[src/verilog/cache_defs.svh]
// cache geometry macros, included by the package, the RTL modules and the testbench
`ifndef CACHE_DEFS_SVH
`define CACHE_DEFS_SVH

// direct-mapped, 8 lines of four words
`define CACHE_LINES 8
`define INDEX_W     3
`define OFFSET_W    2

// payload widths
`define WORD_W      32
`define LINE_W      128

// processor side is a word address, memory side a line address
`define TAG_W       25
`define PROC_ADDR_W 30
`define MEM_ADDR_W  28

`endif

[src/verilog/cache_pkg.sv]
// shared cache types and address field helpers, imported by the RTL modules
`include "cache_defs.svh"

package cache_pkg;

	typedef logic [`WORD_W-1:0]   word_t;
	typedef logic [`LINE_W-1:0]   line_t;    // word 0 in the low bits
	typedef logic [`TAG_W-1:0]    tag_t;
	typedef logic [`INDEX_W-1:0]  index_t;
	typedef logic [`OFFSET_W-1:0] offset_t;

	typedef struct packed {
		logic valid;
		logic dirty;    // line differs from memory
		tag_t tag;
	} tag_entry_t;

	typedef enum logic [1:0] {
		reset_wait  = 2'd0,
		compare_tag = 2'd1,
		write_back  = 2'd2,
		allocate    = 2'd3
	} cache_state_t;

	// ----------------------------------------
	// word address fields: tag | index | offset

	function automatic tag_t addr_tag(input logic [`PROC_ADDR_W-1:0] addr);
		return addr[`PROC_ADDR_W-1 -: `TAG_W];
	endfunction

	function automatic index_t addr_index(input logic [`PROC_ADDR_W-1:0] addr);
		return addr[`OFFSET_W +: `INDEX_W];
	endfunction

	function automatic offset_t addr_offset(input logic [`PROC_ADDR_W-1:0] addr);
		return addr[`OFFSET_W-1:0];
	endfunction

	// line address as seen by memory
	function automatic logic [`MEM_ADDR_W-1:0] addr_line(input logic [`PROC_ADDR_W-1:0] addr);
		return addr[`PROC_ADDR_W-1:`OFFSET_W];
	endfunction

endpackage

[src/verilog/cache_ctrl.sv]
// cache controller: tag compare, miss FSM and the memory request outputs
`timescale 1ns/1ps
`include "cache_defs.svh"

module cache_ctrl
	import cache_pkg::*;
(
	input  logic                    clk,
	input  logic                    proc_reset,

	// processor request
	input  logic                    proc_read,
	input  logic                    proc_write,
	input  logic [`PROC_ADDR_W-1:0] proc_addr,

	// entry at the request's index
	input  tag_entry_t              tag_entry,

	output logic                    proc_stall,

	// memory request
	output logic                    mem_read,
	output logic                    mem_write,
	output logic [`MEM_ADDR_W-1:0]  mem_addr,
	input  logic                    mem_ready,

	// update strobes to line_update
	output logic                    fill_en,
	output logic                    wb_done,
	output logic                    hit_write
);

	cache_state_t state;
	cache_state_t state_next;

	logic req;
	logic hit;

	assign req = proc_read | proc_write;

	// valid line with a matching tag
	assign hit = tag_entry.valid && (tag_entry.tag == addr_tag(proc_addr));

	// ----------------------------------------
	// state register

	always_ff @(posedge clk) begin
		if (proc_reset) begin
			state <= reset_wait;
		end else begin
			state <= state_next;
		end
	end

	// ----------------------------------------
	// next state

	always_comb begin
		state_next = state;
		case (state)
			reset_wait: begin
				state_next = compare_tag;    // one stall cycle after reset
			end
			compare_tag: begin
				if (req && !hit) begin
					// dirty victim goes out before the new line comes in
					if (tag_entry.dirty) begin
						state_next = write_back;
					end else begin
						state_next = allocate;
					end
				end
			end
			write_back: begin
				if (mem_ready) begin
					state_next = allocate;
				end
			end
			allocate: begin
				if (mem_ready) begin
					state_next = compare_tag;    // access hits on return
				end
			end
		endcase
	end

	// ----------------------------------------
	// outputs

	always_comb begin
		proc_stall = 1'b1;
		mem_read   = 1'b0;
		mem_write  = 1'b0;
		mem_addr   = addr_line(proc_addr);
		fill_en    = 1'b0;
		wb_done    = 1'b0;
		hit_write  = 1'b0;
		case (state)
			reset_wait: begin
				proc_stall = 1'b1;
			end
			compare_tag: begin
				proc_stall = req && !hit;    // zero-cycle hit
				hit_write  = proc_write && hit;
			end
			write_back: begin
				mem_write = 1'b1;
				// old line lives at its stored tag and the same index
				mem_addr  = {tag_entry.tag, addr_index(proc_addr)};
				wb_done   = mem_ready;
			end
			allocate: begin
				mem_read = 1'b1;
				fill_en  = mem_ready;    // line written at the ready edge
			end
		endcase
	end

endmodule

[src/verilog/cache_top.sv]
// direct-mapped write-back cache top level, connects controller, update logic and arrays
`timescale 1ns/1ps
`include "cache_defs.svh"

module cache_top
	import cache_pkg::*;
(
	input  logic                    clk,
	input  logic                    proc_reset,

	// processor side, word addressed
	input  logic                    proc_read,
	input  logic                    proc_write,
	input  logic [`PROC_ADDR_W-1:0] proc_addr,
	input  word_t                   proc_wdata,
	output word_t                   proc_rdata,
	output logic                    proc_stall,

	// memory side, line addressed
	output logic                    mem_read,
	output logic                    mem_write,
	output logic [`MEM_ADDR_W-1:0]  mem_addr,
	output line_t                   mem_wdata,
	input  line_t                   mem_rdata,
	input  logic                    mem_ready
);

	index_t     line_index;
	tag_entry_t cur_tag;
	line_t      cur_line;

	logic       fill_en;
	logic       wb_done;
	logic       hit_write;

	logic       tag_wr_en;
	tag_entry_t tag_next;
	logic       data_wr_en;
	line_t      data_next;

	// both arrays read and write at the request's index
	assign line_index = addr_index(proc_addr);

	// ----------------------------------------
	// control

	cache_ctrl i_ctrl (
		.clk        (clk),
		.proc_reset (proc_reset),
		.proc_read  (proc_read),
		.proc_write (proc_write),
		.proc_addr  (proc_addr),
		.tag_entry  (cur_tag),
		.proc_stall (proc_stall),
		.mem_read   (mem_read),
		.mem_write  (mem_write),
		.mem_addr   (mem_addr),
		.mem_ready  (mem_ready),
		.fill_en    (fill_en),
		.wb_done    (wb_done),
		.hit_write  (hit_write)
	);

	line_update i_update (
		.proc_addr  (proc_addr),
		.proc_wdata (proc_wdata),
		.fill_en    (fill_en),
		.wb_done    (wb_done),
		.hit_write  (hit_write),
		.mem_rdata  (mem_rdata),
		.cur_line   (cur_line),
		.cur_tag    (cur_tag),
		.tag_wr_en  (tag_wr_en),
		.tag_next   (tag_next),
		.data_wr_en (data_wr_en),
		.data_next  (data_next),
		.proc_rdata (proc_rdata),
		.mem_wdata  (mem_wdata)
	);

	// ----------------------------------------
	// storage

	line_array #(.entry_t(tag_entry_t)) i_tag_array (
		.clk        (clk),
		.proc_reset (proc_reset),
		.wr_en      (tag_wr_en),
		.wr_index   (line_index),
		.wr_entry   (tag_next),
		.rd_index   (line_index),
		.rd_entry   (cur_tag)
	);

	line_array #(.entry_t(line_t)) i_data_array (
		.clk        (clk),
		.proc_reset (proc_reset),
		.wr_en      (data_wr_en),
		.wr_index   (line_index),
		.wr_entry   (data_next),
		.rd_index   (line_index),
		.rd_entry   (cur_line)
	);

endmodule

[src/verilog/line_array.sv]
// per-line register storage, one instance for the tag entries and one for the data lines
`timescale 1ns/1ps
`include "cache_defs.svh"

module line_array
	import cache_pkg::*;
#(
	parameter type entry_t = line_t
) (
	input  logic   clk,
	input  logic   proc_reset,

	// write port, one entry per clock
	input  logic   wr_en,
	input  index_t wr_index,
	input  entry_t wr_entry,

	// combinational read
	input  index_t rd_index,
	output entry_t rd_entry
);

	entry_t entries [`CACHE_LINES];

	// ----------------------------------------
	// storage

	always_ff @(posedge clk) begin
		if (proc_reset) begin
			for (int i = 0; i < `CACHE_LINES; i++) begin
				entries[i] <= '0;    // invalid, clean
			end
		end else if (wr_en) begin
			entries[wr_index] <= wr_entry;
		end
	end

	// same-cycle lookup for hit detection and read data
	assign rd_entry = entries[rd_index];

endmodule

[src/verilog/line_update.sv]
// builds next tag entry and data line from controller strobes, selects the read word
`timescale 1ns/1ps
`include "cache_defs.svh"

module line_update
	import cache_pkg::*;
(
	input  logic [`PROC_ADDR_W-1:0] proc_addr,
	input  word_t                   proc_wdata,

	// strobes from cache_ctrl
	input  logic                    fill_en,
	input  logic                    wb_done,
	input  logic                    hit_write,

	input  line_t                   mem_rdata,

	// current entries at the request's index
	input  line_t                   cur_line,
	input  tag_entry_t              cur_tag,

	// array write side
	output logic                    tag_wr_en,
	output tag_entry_t              tag_next,
	output logic                    data_wr_en,
	output line_t                   data_next,

	output word_t                   proc_rdata,
	output line_t                   mem_wdata
);

	offset_t offset;

	assign offset = addr_offset(proc_addr);

	assign tag_wr_en  = fill_en | wb_done | hit_write;
	assign data_wr_en = fill_en | hit_write;

	// ----------------------------------------
	// tag entry

	always_comb begin
		tag_next = cur_tag;
		if (fill_en) begin
			tag_next.valid = 1'b1;
			tag_next.dirty = 1'b0;    // fresh from memory
			tag_next.tag   = addr_tag(proc_addr);
		end else if (hit_write) begin
			tag_next.dirty = 1'b1;
		end else if (wb_done) begin
			tag_next.dirty = 1'b0;
		end
	end

	// ----------------------------------------
	// data line

	always_comb begin
		data_next = cur_line;
		if (fill_en) begin
			data_next = mem_rdata;
		end else begin
			data_next[int'(offset) * `WORD_W +: `WORD_W] = proc_wdata;    // merge one word
		end
	end

	assign proc_rdata = cur_line[int'(offset) * `WORD_W +: `WORD_W];

	// victim line for write-back
	assign mem_wdata = cur_line;

endmodule
[config.mk]
export PLATFORM = sky130hd
export DESIGN_NAME = cache_top
export DESIGN_NICKNAME = d
export VERILOG_FILES = /design/src/verilog/cache_pkg.sv /design/src/verilog/cache_ctrl.sv /design/src/verilog/cache_top.sv /design/src/verilog/line_array.sv /design/src/verilog/line_update.sv
export VERILOG_INCLUDE_DIRS = /design/src /design/src/verilog
export SDC_FILE = /design/constraint.sdc
export NUM_CORES = 2
export LEC_CHECK = 0
export BUFFER_PORTS_ARGS = -buffer_cell sky130_fd_sc_hd__buf_4
export CORE_ASPECT_RATIO = 1.4
export CORE_MARGIN = 2
export CORE_UTILIZATION = 55
export DETAILED_ROUTE_END_ITERATION = 12
export PLACE_DENSITY = 0.78
export SLEW_MARGIN = 20
export SYNTH_ARGS = -nofsm -noshare
export SYNTH_HDL_FRONTEND = slang
export SYNTH_HIERARCHICAL = 1
export SYNTH_SLANG_ARGS = --single-unit
[constraint.sdc]
create_clock -name clk -period 10.85 [get_ports clk]
set_clock_uncertainty 0.1 [all_clocks]
set_input_delay 0.5425 -clock clk [delete_from_list [all_inputs] [get_ports clk]]
set_output_delay 0.5425 -clock clk [all_outputs]
set_load 0.03 [all_outputs]
==> summary by stage <==
Outcome
The run finished with clean final reports.

Floorplanning
The initial standard-cell utilization of the core is around 55%. The total area inside the core boundary comes to roughly 110,000 um2. The die covers 115,000 um2. The count of boundary I/O pins is 386. The standard-cell row count is 145. The width of the die is 287 um. The y dimension of the die is between 300 and 400 um.

Final layout
From synthesis to final layout, the design area changed by 9.65%. The final instance area is around 67,000 um2. Leaving out fill and tap cells, the most frequent cells in the layout are edfxtp_1, nor3_1, buf_4, mux4_2, mux2_2. The commonest non-fill, non-tap cell in the layout is edfxtp_1.

Cells fill about three fifths of the core in the end. The net count of the finished layout is roughly 4.5k. The fraction of final layout cells with drive strength greater than 1 is between 20 and 30%.

Setup path
The cell occurring most often along the worst timing path is buf_4. The highest fanout seen on the critical path is between 200 and 250. Tracing the worst setup path back leads to its startpoint at proc_addr[4].

The nature of the critical path startpoint is an input pin. STA classifies the critical path endpoint as a register. The worst path required time is approximately 11 ns.

In this run the critical register-to-register path is launched from i_tag_array/entries[2][3]. The signal on the critical path passes through buf_8 -> buf_4 -> mux4_1 -> mux2_2 -> xnor2_1 -> nand4_1 -> nor4_2 -> and3_1 -> or2_2 -> nand3b_1 -> buf_12 -> o21bai_4 -> buf_4 -> buf_4. The slowest library cell on the worst path is buf_4. The largest stage delay on the critical path is between 0.8 and 0.9 ns. The worst setup path is of the in -> reg kind. The cell family contributing the most delay on the critical path is buffers and inverters. The arrival time reported for the critical path endpoint is 6.46 ns. The combined buffer and inverter count along the critical path is 5.

CTS
The number of clock sinks is around 1.2k. TritonCTS built the clock tree. In this run the number of H-tree levels came out at 3. The later-pin clock latency in the skew report is 0.77 ns. Clock-pin slew was measured on the worst setup and hold paths at about 0.06 ns.

The post-cts sizing count is 0. The longest clock path from root to sink contains 3 buffers. The root buffer cell is clkbuf_16. Clock tree synthesis inserted a total of 114 buffers. The cts-stage hold buffer count is 0. In this run the post-CTS setup repair buffer count came out at 0.

Synth
The cell area that synthesis handed to floorplanning was ~60,000 um2. Counting every instance in the synthesized netlist gives between 4k and 5k. The post-synthesis async set-or-reset flop share is 0%. Summing the sequential cell areas from Yosys gives around three fifths of the chip area. The average cell area after synthesis is 14.2 um2. The number of synthesized flops with an enable pin is between 1k and 1.5k. For this run, the number of Yosys warnings is 6. Yosys mapped the design onto between 40 and 50 distinct sky130hd cell types. The leading register cell type out of synthesis is edfxtp_1. The number of nets handed over by synthesis was ~4.5k.

The synthesized design contains between 1k and 1.5k register bits.

Worst hold path
The worst hold path startpoint is proc_reset. The worst hold path belongs to the class in -> reg.

Power and ir drop
Dividing total power by cell area gives a power density of roughly 170 nW/um2. In this run the static leakage power is approximately 0.022 uW. Across the VDD grid, the largest voltage drop is approximately 0.15 mV.

Placement
The cell area after placement is around 64,000 um2. The count of buffers added on input and output ports is 385. At the placement stage, the worst setup path has a slack of 4.08 ns. The global placement routability congestion is about 1.0. The placed wire-length estimate is 117,000 um.

Global routing
Entering global routing, the biggest net connects 227 pins. The first global-routing pass estimated between 200,000 and 300,000 um of wire. For this run, the total global-route usage over all layers was measured as roughly a third. The total grt overflow is 0.

The initial antenna violation count is 33. The number of global-route vias before repair was 39.5k.

Timing
The number of max-slew violations in the final report is 0. Subtracting the final worst setup slack from the clock period gives 6.25 ns. At the pin with the least slew margin, the transition time is approximately 1.3 ns. Hold timing on the final database bottoms out at a slack of approximately 0.22 ns. The highest attainable clock frequency is 160 MHz. The number of setup violations in the final report is 0. Setup total negative slack on the finished layout was measured at 0 ns. The final count of hold timing violations is 0.

Measured against its own limit, the worst slew margin works out to a little over a tenth. Setup repair after global routing left no endpoint under its margin. Dividing the final minimum period by the clock period gives between 50% and 60%. Across all setup checks in the final design, the least slack found is around 4.6 ns.

Drt
The remaining design rule violation count is 0. The final routed wirelength across all metal layers is roughly 200,000 um. Once detail routing completed, the nets flagged for antenna violations numbered 0. The number of iterations in the first detailed-routing pass is 6. The average detailed-routed wire length per instance is around 33 um. The average vias per placed instance is ~7.0. The number of design-rule violations left by the first detailed-router iteration is 5,691. Across all layers, the routed design uses between 40k and 50k vias.

Run
Across the run, the number of max-cap violations was 0.
[through the flow]
stage,instances,power (uW)
floorplan,4344,7010
CTS,5894,11600
detailed placement,5693,7700
finish,5920,11600
global route,5908,11900
global placement,5693,7670
[cell families after synthesis]
kind of cell | count (synthesis) | synth area share (%)
AOI/OAI and AO/OA | 278 | 3.62
xor gates and xnor gates | 25 | 0.356
adders and majority gates | 8 | 0.163
buffers and inverters | 866 | 7.17
DFF | 1242 | 60.6
muxes | 548 | 16.5
and+or+nand+nor | 1377 | 11.6
[routing by layer]
layer  track usage, %  share of wire, %  vias up  wire length, um
li1                 -                 -    16800                -
met1             42.4                32    20400            62000
met2             50.8                45     3429            87800
met3             12.5                16      675            31500
met4             21.7               7.6       30            14800
met5                0             0.096        -              189
[sequential cells by signal, indices dropped and copies added (netlist names)]
| signal | flops |
|---|---|
| i_tag_array/entries | 216 |
| i_ctrl/state | 2 |
| i_data_array/entries | 1024 |
[where the power goes]
| part | total (uW) | internal (uW) | switching [uW] | leakage, uW |
|---|---|---|---|---|
| combinational | 2180 | 642 | 1540 | 0.00775 |
| clock | 3920 | 2120 | 1800 | 0.00172 |
| sequential | 5510 | 5460 | 50.4 | 0.0128 |
[cells in the mapped netlist, types with 2 or more instances]
cell type | count | area share [%]
edfxtp_1 | 1240 | 61
nor3_1 | 1233 | 10
mux4_2 | 308 | 11
clkbuf_1 | 255 | 1.6
mux2_2 | 205 | 3.8
clkinv_1 | 155 | 0.95
buf_4 | 135 | 1.6
inv_1 | 135 | 0.82
a21oi_1 | 100 | 0.81
nor2b_1 | 97 | 0.99
a311oi_1 | 96 | 1.4
buf_2 | 86 | 0.70
buf_6 | 56 | 1.0
mux4_1 | 34 | 1.5
buf_1 | 31 | 0.19
a21oi_2 | 30 | 0.43
a221oi_2 | 30 | 0.73
xnor2_1 | 25 | 0.36
o21bai_1 | 17 | 0.21
ha_1 | 8 | 0.16
nor3_2 | 8 | 0.13
clkbuf_8 | 6 | 0.13
nand4_1 | 6 | 0.061
nor2_1 | 6 | 0.037
and2_1 | 4 | 0.041
clkbuf_4 | 4 | 0.049
nand2b_1 | 4 | 0.041
or2_2 | 4 | 0.041
buf_12 | 3 | 0.098
a221oi_1 | 2 | 0.028
dfxtp_1 | 2 | 0.065
nand2_1 | 2 | 0.012
nand3b_1 | 2 | 0.024
or3b_1 | 2 | 0.028
[layout make-up]
class	instances	area [um2]
Fill cell	8173	43800
Sequential cell	1242	37300
Multi-Input combinational cell	2236	20000
Clock buffer	139	2950
Inverter	290	1090
Antenna cell	26	65.1
Clock inverter	62	638
Tap cell	1470	1840
Timing Repair Buffer	455	3580
[path summary, 6_finish.rpt]
path	to	slack (ns)	depth (start not counted)
max	i_data_array/entries[3][77]	4.60	14
min	i_ctrl/state[1]	0.22	3
max reg2reg	i_data_array/entries[3][77]	5.40	12
min reg2reg	i_ctrl/state[0]	0.51	1
[tightest hold or removal path: cells and delay by family]
| family | cells | cell delay, ns |
|---|---|---|
| buf+inv | 1 | 0.21 |
| simple gates | 1 | 0.13 |
| mux | 1 | 0.14 |
Note: power is estimated with default switching activity, not from simulation.
